[src/core_pkg.sv]
// Shared types and RV64I encodings for the execute and memory stages.
// XLEN is fixed at 64. Only the listed opcode and funct values are decoded.
package core_pkg;

    // ============================================================
    // widths and vector types
    // ============================================================
    localparam int XLEN = 64;

    typedef logic [XLEN-1:0] xlen_t;
    typedef logic [63:0]     pc_t;
    typedef logic [31:0]     inst_t;
    typedef logic [4:0]      reg_addr_t;
    typedef logic [2:0]      ls_sel_t;   // same bits as the instruction funct3.

    // operation class carried down the pipeline.
    typedef enum logic [1:0] {
        OP_NONE  = 2'd0,
        OP_ALU   = 2'd1,
        OP_LOAD  = 2'd2,
        OP_STORE = 2'd3
    } op_e;

    // ============================================================
    // opcodes and function fields
    // ============================================================
    localparam logic [6:0] OPC_LUI    = 7'b0110111;
    localparam logic [6:0] OPC_OP_IMM = 7'b0010011;
    localparam logic [6:0] OPC_OP     = 7'b0110011;
    localparam logic [6:0] OPC_LOAD   = 7'b0000011;
    localparam logic [6:0] OPC_STORE  = 7'b0100011;

    localparam logic [2:0] F3_ADD = 3'b000;   // add, sub and addi.
    localparam logic [2:0] F3_SLL = 3'b001;
    localparam logic [2:0] F3_SLT = 3'b010;
    localparam logic [2:0] F3_XOR = 3'b100;
    localparam logic [2:0] F3_SR  = 3'b101;   // srl only, sra is not decoded.
    localparam logic [2:0] F3_OR  = 3'b110;
    localparam logic [2:0] F3_AND = 3'b111;

    localparam logic [6:0] F7_BASE = 7'b0000000;
    localparam logic [6:0] F7_ALT  = 7'b0100000;

    // load and store width selects.
    localparam ls_sel_t LS_B  = 3'b000;
    localparam ls_sel_t LS_H  = 3'b001;
    localparam ls_sel_t LS_W  = 3'b010;
    localparam ls_sel_t LS_D  = 3'b011;
    localparam ls_sel_t LS_BU = 3'b100;
    localparam ls_sel_t LS_HU = 3'b101;
    localparam ls_sel_t LS_WU = 3'b110;

endpackage
[src/stage_if.sv]
// One instruction's execute results on their way to the memory stage.
// The bundle carries no handshake of its own; the stall input freezes it.
`timescale 1ns/1ns

interface stage_if;
    import core_pkg::*;

    logic      valid;
    op_e       op;
    logic      rd_ena;
    reg_addr_t rd_addr;
    xlen_t     rd_data;      // alu result.
    ls_sel_t   ls_sel;
    xlen_t     ls_addr;      // byte address for loads and stores.
    xlen_t     store_data;
    pc_t       pc;
    inst_t     inst;

    modport src (
        output valid, op, rd_ena, rd_addr, rd_data,
        output ls_sel, ls_addr, store_data, pc, inst
    );

    modport dst (
        input valid, op, rd_ena, rd_addr, rd_data,
        input ls_sel, ls_addr, store_data, pc, inst
    );

endinterface

[src/exec_stage.sv]
// Combinational decode and execute for a subset of RV64I.
// Encodings outside the subset leave op at none and never write a register.
// Operands come from an upstream register file; there is no forwarding.
`timescale 1ns/1ns

module exec_stage (
    input  logic              valid_i,
    input  core_pkg::pc_t     pc_i,
    input  core_pkg::inst_t   inst_i,
    input  core_pkg::xlen_t   rs1_data_i,
    input  core_pkg::xlen_t   rs2_data_i,
    stage_if.src              ex_o
);
    import core_pkg::*;

    logic [6:0] opcode;
    logic [2:0] funct3;
    logic [6:0] funct7;
    reg_addr_t  rd;
    xlen_t      imm_i;
    xlen_t      imm_s;
    xlen_t      imm_u;
    op_e        op;
    logic       writes_rd;
    xlen_t      alu_res;
    xlen_t      ls_addr;

    assign opcode = inst_i[6:0];
    assign rd     = inst_i[11:7];
    assign funct3 = inst_i[14:12];
    assign funct7 = inst_i[31:25];

    assign imm_i = {{(XLEN-12){inst_i[31]}}, inst_i[31:20]};
    assign imm_s = {{(XLEN-12){inst_i[31]}}, inst_i[31:25], inst_i[11:7]};
    assign imm_u = {{(XLEN-32){inst_i[31]}}, inst_i[31:12], 12'b0};

    // ============================================================
    // decode and execute
    // ============================================================
    always_comb begin
        op        = OP_NONE;
        writes_rd = 1'b0;
        alu_res   = '0;
        ls_addr   = '0;
        case (opcode)
            OPC_LUI: begin
                op      = OP_ALU;
                alu_res = imm_u;
            end
            OPC_OP_IMM: begin
                op = OP_ALU;
                case (funct3)
                    F3_ADD:  alu_res = rs1_data_i + imm_i;
                    F3_SLT:  alu_res = xlen_t'($signed(rs1_data_i) < $signed(imm_i));
                    F3_XOR:  alu_res = rs1_data_i ^ imm_i;
                    F3_OR:   alu_res = rs1_data_i | imm_i;
                    F3_AND:  alu_res = rs1_data_i & imm_i;
                    default: op = OP_NONE;    // shifts and sltiu are not decoded.
                endcase
            end
            OPC_OP: begin
                op = OP_ALU;
                if (funct7 == F7_ALT && funct3 == F3_ADD) begin
                    alu_res = rs1_data_i - rs2_data_i;
                end else if (funct7 == F7_BASE) begin
                    case (funct3)
                        F3_ADD:  alu_res = rs1_data_i + rs2_data_i;
                        F3_SLL:  alu_res = rs1_data_i << rs2_data_i[5:0];
                        F3_SLT:  alu_res = xlen_t'($signed(rs1_data_i) < $signed(rs2_data_i));
                        F3_XOR:  alu_res = rs1_data_i ^ rs2_data_i;
                        F3_SR:   alu_res = rs1_data_i >> rs2_data_i[5:0];
                        F3_OR:   alu_res = rs1_data_i | rs2_data_i;
                        F3_AND:  alu_res = rs1_data_i & rs2_data_i;
                        default: op = OP_NONE;
                    endcase
                end else begin
                    op = OP_NONE;
                end
            end
            OPC_LOAD: begin
                if (funct3 <= LS_WU) begin
                    op      = OP_LOAD;
                    ls_addr = rs1_data_i + imm_i;
                end
            end
            OPC_STORE: begin
                if (funct3 <= LS_D) begin
                    op      = OP_STORE;
                    ls_addr = rs1_data_i + imm_s;
                end
            end
            default: op = OP_NONE;
        endcase
        writes_rd = (op == OP_ALU) || (op == OP_LOAD);
    end

    assign ex_o.valid      = valid_i;
    assign ex_o.op         = op;
    assign ex_o.rd_ena     = valid_i && writes_rd && (rd != '0);   // x0 is never written.
    assign ex_o.rd_addr    = rd;
    assign ex_o.rd_data    = alu_res;
    assign ex_o.ls_sel     = funct3;
    assign ex_o.ls_addr    = ls_addr;
    assign ex_o.store_data = rs2_data_i;
    assign ex_o.pc         = pc_i;
    assign ex_o.inst       = inst_i;

endmodule

[src/flat_wrapper.sv]
// flat-port wrapper written by rule: the top's interface ports become plain ports
module exec_stage_flat import core_pkg::*;
  (valid_i, pc_i, inst_i, rs1_data_i, rs2_data_i, ex_o_valid, ex_o_op, ex_o_rd_ena, ex_o_rd_addr, ex_o_rd_data, ex_o_ls_sel, ex_o_ls_addr, ex_o_store_data, ex_o_pc, ex_o_inst);
  stage_if ex_o_i ();
  input  logic valid_i;
  input  core_pkg::pc_t pc_i;
  input  core_pkg::inst_t inst_i;
  input  core_pkg::xlen_t rs1_data_i;
  input  core_pkg::xlen_t rs2_data_i;
  output wire logic [$bits(ex_o_i.valid)-1:0] ex_o_valid;
  output wire logic [$bits(ex_o_i.op)-1:0] ex_o_op;
  output wire logic [$bits(ex_o_i.rd_ena)-1:0] ex_o_rd_ena;
  output wire logic [$bits(ex_o_i.rd_addr)-1:0] ex_o_rd_addr;
  output wire logic [$bits(ex_o_i.rd_data)-1:0] ex_o_rd_data;
  output wire logic [$bits(ex_o_i.ls_sel)-1:0] ex_o_ls_sel;
  output wire logic [$bits(ex_o_i.ls_addr)-1:0] ex_o_ls_addr;
  output wire logic [$bits(ex_o_i.store_data)-1:0] ex_o_store_data;
  output wire logic [$bits(ex_o_i.pc)-1:0] ex_o_pc;
  output wire logic [$bits(ex_o_i.inst)-1:0] ex_o_inst;
  assign ex_o_valid = ex_o_i.valid;
  assign ex_o_op = ex_o_i.op;
  assign ex_o_rd_ena = ex_o_i.rd_ena;
  assign ex_o_rd_addr = ex_o_i.rd_addr;
  assign ex_o_rd_data = ex_o_i.rd_data;
  assign ex_o_ls_sel = ex_o_i.ls_sel;
  assign ex_o_ls_addr = ex_o_i.ls_addr;
  assign ex_o_store_data = ex_o_i.store_data;
  assign ex_o_pc = ex_o_i.pc;
  assign ex_o_inst = ex_o_i.inst;
  exec_stage u_core (.valid_i(valid_i), .pc_i(pc_i), .inst_i(inst_i), .rs1_data_i(rs1_data_i), .rs2_data_i(rs2_data_i), .ex_o(ex_o_i));
endmodule
[config.mk]
export PLATFORM = sky130hd
export DESIGN_NAME = exec_stage_flat
export DESIGN_NICKNAME = d
export VERILOG_FILES = /design/src/core_pkg.sv /design/src/stage_if.sv /design/src/exec_stage.sv /design/src/flat_wrapper.sv
export SDC_FILE = /design/constraint.sdc
export NUM_CORES = 2
export LEC_CHECK = 0
export ABC_AREA = 1
export BUFFER_PORTS_ARGS = -buffer_cell sky130_fd_sc_hd__buf_2
export CAP_MARGIN = 0
export CORE_MARGIN = 10
export CORE_UTILIZATION = 35
export DETAILED_ROUTE_END_ITERATION = 16
export PLACE_DENSITY_LB_ADDON = 0.08
export SYNTH_ARGS = -nofsm -noshare
export SYNTH_HDL_FRONTEND = slang
export SYNTH_SLANG_ARGS = --single-unit
export TNS_END_PERCENT = 10
[constraint.sdc]
create_clock -name vclk -period 10.4
set_input_delay 1.56 -clock vclk [all_inputs]
set_output_delay 1.56 -clock vclk [all_outputs]
set_load 0.1 [all_outputs]
==> flow_summary.toml <==
[outcome]
run_status = "finished, final reports clean"

[floorplanning]
start_util_pct = 35.20
die_width_um = 345.4
die_h_um = 345.4
die-area_um2 = 119300
io_pins = 525
coreArea_um2 = 105300
placementRows = 119

[clocking]
cts_setup_buffers = 0
ctsHoldBuffers = 0
cts-resized-gates = 0

[timing]
setup_violations = 0
fmaxAchievable_ghz = 0.1232
holdWs_ns = 3.120
period_share_pct = 78.02
relSlewSlack_pct = 2.521
worst_pin_slew_ns = 1.447
period_minus_slack_ns = 8.114
slew_violations = 0
rsz0062_at_grt = "false"
finalHoldViolCount = 0
fin_setup_tns_ns = 0

[power]
p_int_uw = 551.2
peakVddDrop_mv = 0.04830
power_frac_seq_pct = 0
p_sw_share_pct = 77.85
clockPowerShare_pct = 0
leakagePower_nw = 22.91
comb_power_share_pct = 100.0
switching_power_mw = 1.937
power_density_nw_per_um2 = 64.71

[critical_path]
cp-end-kind = "output port"
cp-endpoint = "ex_o_rd_data[46]"
cp-startpoint = "inst_i[31]"
required_ns = 8.84
startpoint_type = "input pin"
worstPathMaxFanout = 68
crit_type = "input pin to output port"
worstPathArrival_ns = 6.55

[layout]
n_fill_cell = 12904
layout_commonest_cell = "nand2_1"
drive_above_1_share_pct = 8.317
multi_input_area_um2 = 29680
layout_common_cells = "2562 x nand2_1, 1158 x inv_1, 1148 x nand3_1"
final_nets = 8124
nClkBuffers = 0
design.seq.count = 0
synthToLayoutAreaGrowth_pct = 3.799
ff_latch_area_um2 = 0
final_area_um2 = 38460

[hold_path]
holdCritPathClass = "input pin to output port"

[synthesis]
ys.warnings.count = 0
synth_area_per_cell_um2 = 4.923
yosysUniqueCellTypes = 67
synth.net_count = 8145
yosysSeqAreaShare_pct = 0
synth_area_um2 = 37050
synth_top_area_share_pct = 25.97
syn_inst = 7526
ys_top_cells_by_area = "nand2_1 26%, nand3_1 16%, ha_1 13%"
synth_top_cell_by_area = "nand2_1"

[grt]
grt_pass1_vias = 46090
grtUsageTotal_pct = 44.10
grt_max_degree = 101
grt.overflow.total = 0
antenna_found_initial = 36
grt_pass1_wl_um = 377700

[place]
dp_hpwl_um = 241600
placed_area_um2 = 38420
port_buffers = 397
routabilityCongestion = 1.187

[drt]
viasPerCell = 5.957
finalWirelength_um = 283900
drt.antenna.violating_nets = 0
initialDrtViolationCount = 9115
vias = 53071
drc_errors = 0
first_pass_iters = 7
wl_per_cell_um = 31.86

[flow_run]
drv_cap = 0
-- metal layers --
metal	routed length (um)	track usage, %	vias up	part of all wire (%)
li1	-	-	23716	-
met1	113900	58.25	24406	40
met2	108100	60.78	4172	38
met3	38750	13.61	753	14
met4	22790	28.35	24	8.0
met5	301	0	-	0.11
-- worst min path at each step --
stage	startpoint	to	slack [ns]	depth (start not counted)
3_3_place_gp	pc_i[14]	ex_o_pc[14]	3.12	0
2_1_floorplan	inst_i[0]	ex_o_inst[0]	3.33	1
4_1_cts	pc_i[14]	ex_o_pc[14]	3.12	0
6_report	pc_i[22]	ex_o_pc[22]	3.12	0
3_5_place_dp	pc_i[14]	ex_o_pc[14]	3.12	0
5_1_grt	pc_i[22]	ex_o_pc[22]	3.12	0
-- power by group through the flow --
stage	Combinational [mW]	Clock, mW	Sequential, mW
after floorplan	1.61	0	0
after global placement	2.36	0	0
after detailed placement	2.35	0	0
after CTS	2.36	0	0
after global routing	2.59	0.0000000130	0
final	2.49	0.0000000932	0
-- critical path: stages --
cell	delay (ns)
buf_2	0.65
inv_4	0.07
buf_4	0.40
ha_1	0.77
nand2_1	0.13
inv_1	0.09
nand2_1	0.15
nor2_2	0.28
nand2_1	0.28
nor3_2	0.21
nand2_1	0.19
nand3_1	0.14
nand2_1	0.07
nand3_1	0.09
nand2_1	0.07
a21oi_1	0.73
nand2_1	0.15
buf_2	0.34
-- kinds of logic (layout without fill, tap and decap cells) --
logic type	count (synthesis)	after routing	synth area share, %
other	0	15	0
adder cells (fa/ha/maj)	394	394	13.39
AO/OA/AOI/OAI	858	858	13.01
buffers and inverters	1686	1663	19.99
XOR/XNOR	68	68	1.628
multiplexers	1	1	0.02702
AND/OR/NAND/NOR	4519	4519	51.96
-- cell type report --
class | instances | share of cell area [%]
inverters | 1207 | 11.82
diodes | 15 | 0.09760
repair buffers | 456 | 6.376
well taps | 1391 | 4.525
multi-input cells | 5840 | 77.18
-- through the flow --
| stage | util, % | power [mW] | cells | worst slack (ns) |
|---|---|---|---|---|
| global placement | 36.49 | 2.361 | 8893 | 2.624 |
| CTS | 36.50 | 2.363 | 8894 | 2.641 |
| global route | 36.50 | 2.586 | 8895 | 2.099 |
| floorplan | - | 1.606 | 7526 | 1.695 |
| detailed placement | 36.50 | 2.354 | 8894 | 2.648 |
| finish | 36.54 | 2.489 | 8909 | 2.286 |
-- Yosys cell counts, drive strengths merged, types with 27 or more instances --
cell type / instances
nand2: 2606
inv: 1198
nand3: 1154
nor2: 544
a21oi: 423
buf: 414
ha: 390
o21ai: 216
o22ai: 98
nor3: 72
nand4: 66
clkbuf: 65
xor2: 65
and2: 28
o211ai: 27
Power figures use the tool's default switching activity.
