[config.mk]
export PLATFORM = sky130hd
export DESIGN_NAME = ex_mem_flat
export DESIGN_NICKNAME = d
export VERILOG_FILES = /design/src/core_pkg.sv /design/src/stage_if.sv /design/src/ex_mem.sv /design/src/flat_wrapper.sv
export SDC_FILE = /design/constraint.sdc
export NUM_CORES = 1
export LEC_CHECK = 0
export BUFFER_PORTS_ARGS = -buffer_cell sky130_fd_sc_hd__buf_2
export CAP_MARGIN = 40
export CORE_AREA = 2 2 237 239
export CTS_CLUSTER_DIAMETER = 30
export DETAILED_ROUTE_END_ITERATION = 8
export DIE_AREA = 0 0 239 241
export GPL_TIMING_DRIVEN = 0
export PLACE_DENSITY = 0.41
export SYNTH_ARGS = -nofsm -noshare
export SYNTH_HDL_FRONTEND = slang
export SYNTH_SLANG_ARGS = --single-unit
[constraint.sdc]
create_clock -name clk -period 1.9 [get_ports clk]
set_clock_uncertainty 0.2 [all_clocks]
set_input_delay 0.19 -clock clk [delete_from_list [all_inputs] [get_ports clk]]
set_output_delay 0.19 -clock clk [all_outputs]
set_load 0.05 [all_outputs]
[src/core_pkg.sv]
// Shared types and RV64I encodings for the execute and memory stages.
// XLEN is fixed at 64. Only the listed opcode and funct values are decoded.
package core_pkg;

    // ============================================================
    // widths and vector types
    // ============================================================
    localparam int XLEN = 64;

    typedef logic [XLEN-1:0] xlen_t;
    typedef logic [63:0]     pc_t;
    typedef logic [31:0]     inst_t;
    typedef logic [4:0]      reg_addr_t;
    typedef logic [2:0]      ls_sel_t;   // same bits as the instruction funct3.

    // operation class carried down the pipeline.
    typedef enum logic [1:0] {
        OP_NONE  = 2'd0,
        OP_ALU   = 2'd1,
        OP_LOAD  = 2'd2,
        OP_STORE = 2'd3
    } op_e;

    // ============================================================
    // opcodes and function fields
    // ============================================================
    localparam logic [6:0] OPC_LUI    = 7'b0110111;
    localparam logic [6:0] OPC_OP_IMM = 7'b0010011;
    localparam logic [6:0] OPC_OP     = 7'b0110011;
    localparam logic [6:0] OPC_LOAD   = 7'b0000011;
    localparam logic [6:0] OPC_STORE  = 7'b0100011;

    localparam logic [2:0] F3_ADD = 3'b000;   // add, sub and addi.
    localparam logic [2:0] F3_SLL = 3'b001;
    localparam logic [2:0] F3_SLT = 3'b010;
    localparam logic [2:0] F3_XOR = 3'b100;
    localparam logic [2:0] F3_SR  = 3'b101;   // srl only, sra is not decoded.
    localparam logic [2:0] F3_OR  = 3'b110;
    localparam logic [2:0] F3_AND = 3'b111;

    localparam logic [6:0] F7_BASE = 7'b0000000;
    localparam logic [6:0] F7_ALT  = 7'b0100000;

    // load and store width selects.
    localparam ls_sel_t LS_B  = 3'b000;
    localparam ls_sel_t LS_H  = 3'b001;
    localparam ls_sel_t LS_W  = 3'b010;
    localparam ls_sel_t LS_D  = 3'b011;
    localparam ls_sel_t LS_BU = 3'b100;
    localparam ls_sel_t LS_HU = 3'b101;
    localparam ls_sel_t LS_WU = 3'b110;

endpackage
[src/stage_if.sv]
// One instruction's execute results on their way to the memory stage.
// The bundle carries no handshake of its own; the stall input freezes it.
`timescale 1ns/1ns

interface stage_if;
    import core_pkg::*;

    logic      valid;
    op_e       op;
    logic      rd_ena;
    reg_addr_t rd_addr;
    xlen_t     rd_data;      // alu result.
    ls_sel_t   ls_sel;
    xlen_t     ls_addr;      // byte address for loads and stores.
    xlen_t     store_data;
    pc_t       pc;
    inst_t     inst;

    modport src (
        output valid, op, rd_ena, rd_addr, rd_data,
        output ls_sel, ls_addr, store_data, pc, inst
    );

    modport dst (
        input valid, op, rd_ena, rd_addr, rd_data,
        input ls_sel, ls_addr, store_data, pc, inst
    );

endinterface

[src/ex_mem.sv]
// Pipeline register between the execute and memory stages.
// A stall holds every field; the upstream producer must keep its inputs steady.
`timescale 1ns/1ns

module ex_mem (
    input  logic   clk,
    input  logic   rst_n_i,
    input  logic   stall_i,
    stage_if.dst   ex_i,
    stage_if.src   mem_o
);
    import core_pkg::*;

    always_ff @(posedge clk) begin
        if (!rst_n_i) begin
            mem_o.valid      <= 1'b0;
            mem_o.op         <= OP_NONE;
            mem_o.rd_ena     <= 1'b0;
            mem_o.rd_addr    <= '0;
            mem_o.rd_data    <= '0;
            mem_o.ls_sel     <= '0;
            mem_o.ls_addr    <= '0;
            mem_o.store_data <= '0;
            mem_o.pc         <= '0;
            mem_o.inst       <= '0;
        end else if (!stall_i) begin
            mem_o.valid      <= ex_i.valid;
            mem_o.op         <= ex_i.op;
            mem_o.rd_ena     <= ex_i.rd_ena;
            mem_o.rd_addr    <= ex_i.rd_addr;
            mem_o.rd_data    <= ex_i.rd_data;
            mem_o.ls_sel     <= ex_i.ls_sel;
            mem_o.ls_addr    <= ex_i.ls_addr;
            mem_o.store_data <= ex_i.store_data;
            mem_o.pc         <= ex_i.pc;
            mem_o.inst       <= ex_i.inst;
        end
    end

endmodule

[src/flat_wrapper.sv]
// flat-port wrapper written by rule: the top's interface ports become plain ports
module ex_mem_flat import core_pkg::*;
  (clk, rst_n_i, stall_i, ex_i_valid, ex_i_op, ex_i_rd_ena, ex_i_rd_addr, ex_i_rd_data, ex_i_ls_sel, ex_i_ls_addr, ex_i_store_data, ex_i_pc, ex_i_inst, mem_o_valid, mem_o_op, mem_o_rd_ena, mem_o_rd_addr, mem_o_rd_data, mem_o_ls_sel, mem_o_ls_addr, mem_o_store_data, mem_o_pc, mem_o_inst);
  stage_if ex_i_i ();
  stage_if mem_o_i ();
  input  logic clk;
  input  logic rst_n_i;
  input  logic stall_i;
  input wire logic [$bits(ex_i_i.valid)-1:0] ex_i_valid;
  input wire logic [$bits(ex_i_i.op)-1:0] ex_i_op;
  input wire logic [$bits(ex_i_i.rd_ena)-1:0] ex_i_rd_ena;
  input wire logic [$bits(ex_i_i.rd_addr)-1:0] ex_i_rd_addr;
  input wire logic [$bits(ex_i_i.rd_data)-1:0] ex_i_rd_data;
  input wire logic [$bits(ex_i_i.ls_sel)-1:0] ex_i_ls_sel;
  input wire logic [$bits(ex_i_i.ls_addr)-1:0] ex_i_ls_addr;
  input wire logic [$bits(ex_i_i.store_data)-1:0] ex_i_store_data;
  input wire logic [$bits(ex_i_i.pc)-1:0] ex_i_pc;
  input wire logic [$bits(ex_i_i.inst)-1:0] ex_i_inst;
  output wire logic [$bits(mem_o_i.valid)-1:0] mem_o_valid;
  output wire logic [$bits(mem_o_i.op)-1:0] mem_o_op;
  output wire logic [$bits(mem_o_i.rd_ena)-1:0] mem_o_rd_ena;
  output wire logic [$bits(mem_o_i.rd_addr)-1:0] mem_o_rd_addr;
  output wire logic [$bits(mem_o_i.rd_data)-1:0] mem_o_rd_data;
  output wire logic [$bits(mem_o_i.ls_sel)-1:0] mem_o_ls_sel;
  output wire logic [$bits(mem_o_i.ls_addr)-1:0] mem_o_ls_addr;
  output wire logic [$bits(mem_o_i.store_data)-1:0] mem_o_store_data;
  output wire logic [$bits(mem_o_i.pc)-1:0] mem_o_pc;
  output wire logic [$bits(mem_o_i.inst)-1:0] mem_o_inst;
  assign ex_i_i.valid = ex_i_valid;
  assign ex_i_i.op = ex_i_op;
  assign ex_i_i.rd_ena = ex_i_rd_ena;
  assign ex_i_i.rd_addr = ex_i_rd_addr;
  assign ex_i_i.rd_data = ex_i_rd_data;
  assign ex_i_i.ls_sel = ex_i_ls_sel;
  assign ex_i_i.ls_addr = ex_i_ls_addr;
  assign ex_i_i.store_data = ex_i_store_data;
  assign ex_i_i.pc = ex_i_pc;
  assign ex_i_i.inst = ex_i_inst;
  assign mem_o_valid = mem_o_i.valid;
  assign mem_o_op = mem_o_i.op;
  assign mem_o_rd_ena = mem_o_i.rd_ena;
  assign mem_o_rd_addr = mem_o_i.rd_addr;
  assign mem_o_rd_data = mem_o_i.rd_data;
  assign mem_o_ls_sel = mem_o_i.ls_sel;
  assign mem_o_ls_addr = mem_o_i.ls_addr;
  assign mem_o_store_data = mem_o_i.store_data;
  assign mem_o_pc = mem_o_i.pc;
  assign mem_o_inst = mem_o_i.inst;
  ex_mem u_core (.clk(clk), .rst_n_i(rst_n_i), .stall_i(stall_i), .ex_i(ex_i_i), .mem_o(mem_o_i));
endmodule
==> impl_metrics.tcl, run 1 <==
set metrics [dict create \
    portBuffers 600 \
    cp_slowest_cell "dfxtp_1" \
    hpwl_um 31700 \
    multiInputGateArea_mm2 0.00488 \
    core_area_mm2 0.0549 \
    worst-slew-pin-transition_ps 655 \
    p_int_mw 19.5 \
    nNetsFinal 2274 \
    start_util 0.213 \
    synth_area_leaders "dfxtp_1 (51%), mux2i_1 (26%), nor2b_1 (16%)" \
    regArea_mm2 0.00601 \
    hold_ws_ps 23.7 \
    htree_levels 3 \
    power_density_mw_per_mm2 1200 \
    drtPass1Iterations 4 \
    final_cell_mix "buf_2 (602), dlygate4sd3_1 (309), mux2i_1 (300), nor2b_1 (300), dfxtp_1 (300)" \
    synth_seq_cells 300 \
    synthesis.nets 1270 \
    drive_gt1_frac 0.388 \
    crit_fanout 2 \
    wl_per_cell_um 16.0 \
    grt_pass1_wl_um 63900 \
    grt_pass1_vias 11477 \
    p_sw_mw 6.91 \
    avgSynthCellArea_um2 12.1 \
    worst-path-buf-inv 1 \
    grt_max_degree 14 \
    cts_tree "yes" \
    worst_slack_ps 247 \
    p_sw_frac 0.262 \
    dp.cells 2272 \
    ys_warn_count 0 \
    synth_top_area_frac 0.514 \
    postCtsHoldBufs 309 \
    drt-vias-per-instance 3.84 \
    root_buffer "clkbuf_16" \
    slew_viol_final 0 \
    die_h_um 241 \
    rrSetupSlack_ps 480 \
    cts_buffers 92 \
    ys_types 7 \
    maxCapViolations 0 \
    fin_crit_sh 0.870 \
    startpoint "u_core.mem_o.store_data[7]" \
    cts_buffer_depth 3 \
    cts_resized 0 \
    fin_cells 2748 \
    syn_to_final_growth_pct 87.9 \
    yosys.area.top_type "dfxtp_1" \
    die-area_mm2 0.0576 \
    route.detailed.drc 0 \
    drt_iter0_drc 192 \
    worst-path-stages 1 \
    grt-ovfl-total 0 \
    finalPower_mw 26.4 \
    period_needed_ps 1650 \
    path_cells "buf_2" \
    crit_type "reg -> out" \
    crit_required_ps 1510 \
    dpl-instance-area_mm2 0.0156 \
    ir_drop_mv 0.761 \
    cp-end-kind "output port" \
    num_io_pins 603 \
    worstPathArrival_ps 1260 \
    postRouteAntennaNets 0 \
    holdPathStages 3 \
    start_kind "flop" \
    reg2regPathDepth 3 \
    clkTransAtPathRegs_ps 40 \
    critPathTopFamily "flip-flops" \
    syn_area_mm2 0.0117 \
    postSynthCellCount 967 \
    vias 10556 \
    hold_viol_final 0 \
    cp_slowest_stage_delay_ps 370 \
    nFillCells 5432 \
    timing.rr.start "u_core.mem_o.store_data[20]" \
    mostFrequentLayoutCell "buf_2" \
    cellLeakagePower_nw 10.7 \
    tns_ps 0 \
    fp.dieW_um 239 \
    fmax_mhz 605 \
    cts.sinks 300 \
    synth-seq-area-share 0.514 \
    rsz0062_at_grt "false" \
    rows 86 \
    clk-insertion-delay-late_ps 590 \
    clkPwrFrac 0.597 \
    outcome "finished clean" \
    routed_wl_um 43900 \
    design_area_mm2 0.0219 \
    hp-start "rst_n_i" \
    power_frac_seq 0.261 \
    pre_cts_ws_ps 386 \
    track_usage 0.144 \
    maxSlewHeadroom 0.564 \
    hold_path_class "in -> reg" \
    place_congestion 0.752 \
    power_frac_comb 0.142 \
    utilization 0.400 \
    antenna_found_initial 1 \
    post_cts_buffers 0 \
    setup_viol 0 \
]
## worst paths after layout
kind | endpoint
max | mem_o_store_data[7]
min | u_core.mem_o.store_data[49]
max reg2reg | u_core.mem_o.store_data[20]
min reg2reg | u_core.mem_o.pc[24]
## cell families (layout without fill, tap and decap cells)
family | after synthesis | in the layout | share of synthesized area
mux | 300 | 300 | 0.257
flops | 300 | 300 | 0.514
other cells | 0 | 1 | 0
simple gates | 300 | 300 | 0.161
buf+inv | 67 | 1143 | 0.0683
## power by group through the flow
stage / combinational (mW) / sequential, mW / clock [mW]
finish: 3.74 / 6.89 / 15.8
global placement: 3.23 / 6.98 / 0
floorplan: 0.957 / 8.29 / 0
CTS: 3.78 / 6.89 / 16.1
global route: 3.96 / 6.93 / 16.5
detailed placement: 3.24 / 6.99 / 0
## layer usage
metal	vias up	wire length [um]	global-route usage	share of wire
li1	5259	-	-	-
met1	4780	16500	0.148	0.38
met2	425	22100	0.259	0.50
met3	92	3860	0.0547	0.088
met4	0	1370	0.0695	0.031
met5	-	0	0	0
## state kept, by name (all words and copies together) (netlist names), 2 cells and up
name / count
u_core.mem_o.ls_addr: 64
u_core.mem_o.pc: 64
u_core.mem_o.rd_data: 64
u_core.mem_o.store_data: 64
u_core.mem_o.inst: 32
u_core.mem_o.rd_addr: 5
u_core.mem_o.ls_sel: 3
u_core.mem_o.op: 2
## area by class of cell
class                   count  area share
diodes                      1    0.000114
plain buffers              67      0.0364
clock buffers             127       0.123
clock inverters            39      0.0264
multi-input cells         600       0.222
flip-flops and latches    300       0.274
well taps                 704      0.0401
repair buffers            910       0.278
## Yosys cell counts
master,instances
buf_12,33
buf_2,2
mux2i_1,300
nor2b_1,300
buf_6,1
dfxtp_1,300
clkbuf_1,31
(Power assumes the default switching activity.)
==> inputs of run 2 (changes only) <==
- CELL_PAD_IN_SITES_DETAIL_PLACEMENT: default -> 1
- CELL_PAD_IN_SITES_GLOBAL_PLACEMENT: default -> 2
- CORE_AREA: 2 2 237 239 -> 2 2 236 238
- DIE_AREA: 0 0 239 241 -> 0 0 238 240
- PLACE_DENSITY: 0.41 -> 0.63
==> run 2 against run 1 <==
Against the previous run:
- critical path depth did not move
- count of clock-buffer cells in the layout rose by 3
- maximum frequency decreased by 3.6%
- design area rose by 2.1%
- worst setup slack worse by 63 ps
- clock power is 4% higher
- final cell count up 1.5%
- via count is 4.6% higher
==> impl_metrics.tcl, run 2 (synthesis gave the netlist of run 1 again) <==
set metrics [dict create \
    worst_slack_ps 184 \
    slew_viol_final 0 \
    routed_wl_um 47500 \
    vias 11037 \
    core_area_mm2 0.0547 \
    p_sw_frac 0.259 \
    path_cells "buf_2" \
    syn_to_final_growth_pct 91.8 \
    critPathTopFamily "flip-flops" \
    grt_pass1_vias 12601 \
    antenna_found_initial 2 \
    hold_path_class "in -> reg" \
    hold_viol_final 0 \
    cts.sinks 300 \
    clk-insertion-delay-late_ps 590 \
    rows 86 \
    fin_crit_sh 0.903 \
    crit_type "reg -> out" \
    design_area_mm2 0.0224 \
    route.met3.wl_um 4120 \
    dp.cells 2271 \
    num_io_pins 603 \
    portBuffers 600 \
    hpwl_um 33500 \
    cp_slowest_cell "dfxtp_1" \
    clkTransAtPathRegs_ps 40 \
    route.met2.wl_um 24200 \
    fp.dieW_um 238 \
    drt-met1-wl_um 17600 \
    fin_cells 2788 \
    p_int_mw 20.2 \
    cp_slowest_stage_delay_ps 390 \
    htree_levels 3 \
    maxCapViolations 0 \
    dpl-instance-area_mm2 0.0156 \
    power_density_mw_per_mm2 1220 \
    root_buffer "clkbuf_16" \
    setup_viol 0 \
    place_congestion 0.739 \
    power_frac_comb 0.141 \
    grt_pass1_wl_um 71100 \
    drive_gt1_frac 0.383 \
    period_needed_ps 1720 \
    hold_ws_ps 18.7 \
    drtPass1Iterations 4 \
    drt_iter0_drc 242 \
    pre_cts_ws_ps 212 \
    grt_max_degree 15 \
    crit_required_ps 1510 \
    outcome "finished clean" \
    worst-path-buf-inv 1 \
    fmax_mhz 583 \
    worst-slew-pin-transition_ps 665 \
    power_frac_seq 0.253 \
    final_cell_mix "buf_2 (602), dlygate4sd3_1 (341), mux2i_1 (300), nor2b_1 (300), dfxtp_1 (300)" \
    mostFrequentLayoutCell "buf_2" \
    grt-ovfl-total 0 \
    highest_layer "met4" \
    cts_resized 0 \
    crit_fanout 2 \
    rsz0062_at_grt "false" \
    cellLeakagePower_nw 11.0 \
    p_sw_mw 7.06 \
    utilization 0.410 \
    worstPathArrival_ps 1330 \
    tns_ps 0 \
    nNetsFinal 2307 \
    postRouteAntennaNets 0 \
    ir_drop_mv 0.874 \
    track_usage 0.161 \
    cp-end-kind "output port" \
    cts_tree "yes" \
    route.detailed.drc 0 \
    clkPwrFrac 0.606 \
    start_kind "flop" \
    maxSlewHeadroom 0.556 \
    finalPower_mw 27.2 \
    die_h_um 240 \
    cts_buffer_depth 3 \
    wl_per_cell_um 17.0 \
    drt-vias-per-instance 3.96 \
    die-area_mm2 0.0571 \
    cts_buffers 94 \
    start_util 0.214 \
]
run 2: cell types whose count changed in the layout (fill, tap and decap cells not counted), sizes merged:
cell	change
dlygate4sd3	+32
clkbuf	+3
clkinv	+8
bufinv	+4
diode	+1
buf	-1
clkinvlp	-7
run 2: tightest hold or removal path, cell delays in order:
cell and delay [ps]:
buf_2 180, clkbuf_1 230, nor2b_1 170
run 2: worst paths after layout:
check             depth (start not counted)                           to  slack [ps]                        start
hold / removal                            3  u_core.mem_o.store_data[23]          20                      rst_n_i
hold reg to reg                           2  u_core.mem_o.store_data[10]         310  u_core.mem_o.store_data[10]
setup reg to reg                          3     u_core.mem_o.ls_addr[52]         450     u_core.mem_o.ls_addr[52]
setup / recovery                          1            mem_o_ls_addr[23]         180     u_core.mem_o.ls_addr[23]
run 2: timing repair:
item | 4_1_cts | 5_1_grt
hold endpoints to repair | 300 | 0
hold buffers | 341 | 0
buffers inserted | 0 | 0
run 2: power by group through the flow:
stage / clock network, mW / registers (mW) / logic, mW
after CTS: 16.8 / 6.90 / 3.85
final: 16.5 / 6.90 / 3.83
after global placement: 0 / 6.98 / 3.22
after floorplan: 0 / 8.29 / 0.957
after global routing: 17.2 / 6.94 / 4.06
after detailed placement: 0 / 7.00 / 3.26
run 2: area by class of cell:
class                           count  area [um^2]
Fill cell                        6022        32300
Tap cell                          704          881
Multi-Input combinational cell    600         4880
Timing Repair Buffer              941         6420
Clock inverter                     44          704
Sequential cell                   300         6010
Clock buffer                      130         2720
Antenna cell                        2         5.00
Buffer                             67          798
run 2: routing by layer:
| layer | vias to the layer above | GRT usage |
|---|---|---|
| li1 | 5322 | - |
| met1 | 5149 | 0.161 |
| met2 | 455 | 0.293 |
| met3 | 111 | 0.0673 |
| met4 | 0 | 0.0706 |
| met5 | - | 0 |
==> inputs of run 3 (changes only) <==
- clock period: 1.9 -> 2.1 ns (I/O delays scaled with it)
==> run 3 against run 2 <==
Against the previous run:
- final cell count decreased by 1.5%
- die area unchanged
- worst setup slack improved by 180 ps
- register-to-register slack improved by 710 ps
- total power decreased by 9.9%
- combinational power decreased by 11%
- first-iteration DRC count decreased by 9.1%
- routed wire length decreased by 1.8%
- critical path depth unchanged
==> impl_metrics.tcl, run 3 (synthesis gave the netlist of run 1 again) <==
set metrics [dict create \
    final_cell_mix "buf_2 (602), mux2i_1 (300), nor2b_1 (300), dlygate4sd3_1 (300), dfxtp_1 (300)" \
    htree_levels 3 \
    cts_tree "yes" \
    root_buffer "clkbuf_16" \
    worst-path-buf-inv 1 \
    antenna_found_initial 1 \
    cts_buffer_depth 3 \
    drive_gt1_frac 0.390 \
    start_kind "flop" \
    fp.dieW_um 238 \
    cellLeakagePower_nw 10.8 \
    pre_cts_ws_ps 392 \
    cts_buffers 94 \
    worst_slack_ps 364 \
    wl_per_cell_um 17.0 \
    grt_max_degree 15 \
    start_util 0.214 \
    fin_cells 2746 \
    nNetsFinal 2266 \
    cp-end-kind "output port" \
    grt_use_met3 0.0666 \
    cp_slowest_cell "dfxtp_1" \
    crit_fanout 2 \
    worstPathArrival_ps 1330 \
    power_density_mw_per_mm2 1120 \
    rsz0062_at_grt "false" \
    cp_slowest_stage_delay_ps 390 \
    hold_viol_final 0 \
    crit_required_ps 1690 \
    vias 10829 \
    drtPass1Iterations 4 \
    outcome "finished clean" \
    setup_viol 0 \
    ir_drop_mv 0.791 \
    maxSlewHeadroom 0.562 \
    worst-slew-pin-transition_ps 657 \
    grt-ovfl-total 0 \
    grt_pass1_vias 12284 \
    maxCapViolations 0 \
    drt-vias-per-instance 3.94 \
    routed_wl_um 46600 \
    hold_path_class "in -> reg" \
    dp.cells 2271 \
    grtUsageMet2 0.287 \
    place_congestion 0.739 \
    fin_crit_sh 0.826 \
    clkTransAtPathRegs_ps 40 \
    portBuffers 600 \
    syn_to_final_growth_pct 88.3 \
    track_usage 0.158 \
    design_area_mm2 0.0220 \
    utilization 0.402 \
    core_area_mm2 0.0547 \
    die_h_um 240 \
    grt-busiest-layer "met2" \
    dpl-instance-area_mm2 0.0156 \
    mostFrequentLayoutCell "buf_2" \
    die-area_mm2 0.0571 \
    cts.sinks 300 \
    tns_ps 0 \
    rows 86 \
    route.detailed.drc 0 \
    post_cts_buffers 0 \
    num_io_pins 603 \
    hpwl_um 33500 \
    period_needed_ps 1740 \
    crit_type "reg -> out" \
    slew_viol_final 0 \
    critPathTopFamily "flip-flops" \
    clk-insertion-delay-late_ps 610 \
    drt_iter0_drc 220 \
    fmax_mhz 576 \
    grt_pass1_wl_um 69700 \
    postRouteAntennaNets 0 \
    path_cells "buf_2" \
    met1_usage 0.159 \
]
## run 3: changes by cell type in the layout (fill, tap and decap cells not counted), sizes merged
cell	delta
dlygate4sd3	-41
diode	-1
## run 3: layer usage
| layer | share of wire | up-vias | routed length [um] |
|---|---|---|---|
| met5 | 0 | - | 0 |
| met4 | 0.030 | 0 | 1390 |
| met3 | 0.088 | 103 | 4090 |
| met2 | 0.51 | 447 | 23800 |
| met1 | 0.37 | 5037 | 17400 |
| li1 | - | 5242 | - |
## run 3: metrics by stage
step | hold slack, ps | total power, mW
3_5_place_dp | 271 | 9.28
5_1_grt | 35.8 | 25.4
4_1_cts | 2.44 | 24.9
3_3_place_gp | 261 | 9.23
6_report | 34.1 | 24.5
2_1_floorplan | 176 | 8.37
## run 3: final timing paths
check / start / to / slack, ps / depth (start not counted)
worst min register to register: u_core.mem_o.rd_data[55] / u_core.mem_o.rd_data[55] / 310 / 2
worst max register to register: u_core.mem_o.rd_data[54] / u_core.mem_o.rd_data[54] / 1160 / 2
worst min-delay path: rst_n_i / u_core.mem_o.ls_addr[53] / 30 / 3
worst max-delay path: u_core.mem_o.ls_addr[23] / mem_o_ls_addr[23] / 360 / 1
## run 3: area by class of cell
class	count	area, um^2
antenna	1	2.50
buffer	67	798
clock buffer	130	2720
clock inverter	44	704
fill	6023	32700
multi-input combinational	600	4880
sequential	300	6010
tap	704	881
timing repair buffer	900	6010
## run 3: power by group
part           switching [mW]  internal [mW]  leakage (nW)
clock                    4.12           10.8          1.70
sequential              0.175           6.07          2.48
combinational            2.06           1.34          6.61
## run 3: timing repair
item                                   4_1_cts  5_1_grt
hold buffers                               300        0
resized for setup                            0        0
endpoints found under the hold margin      300        0
setup endpoints to repair                    0        0
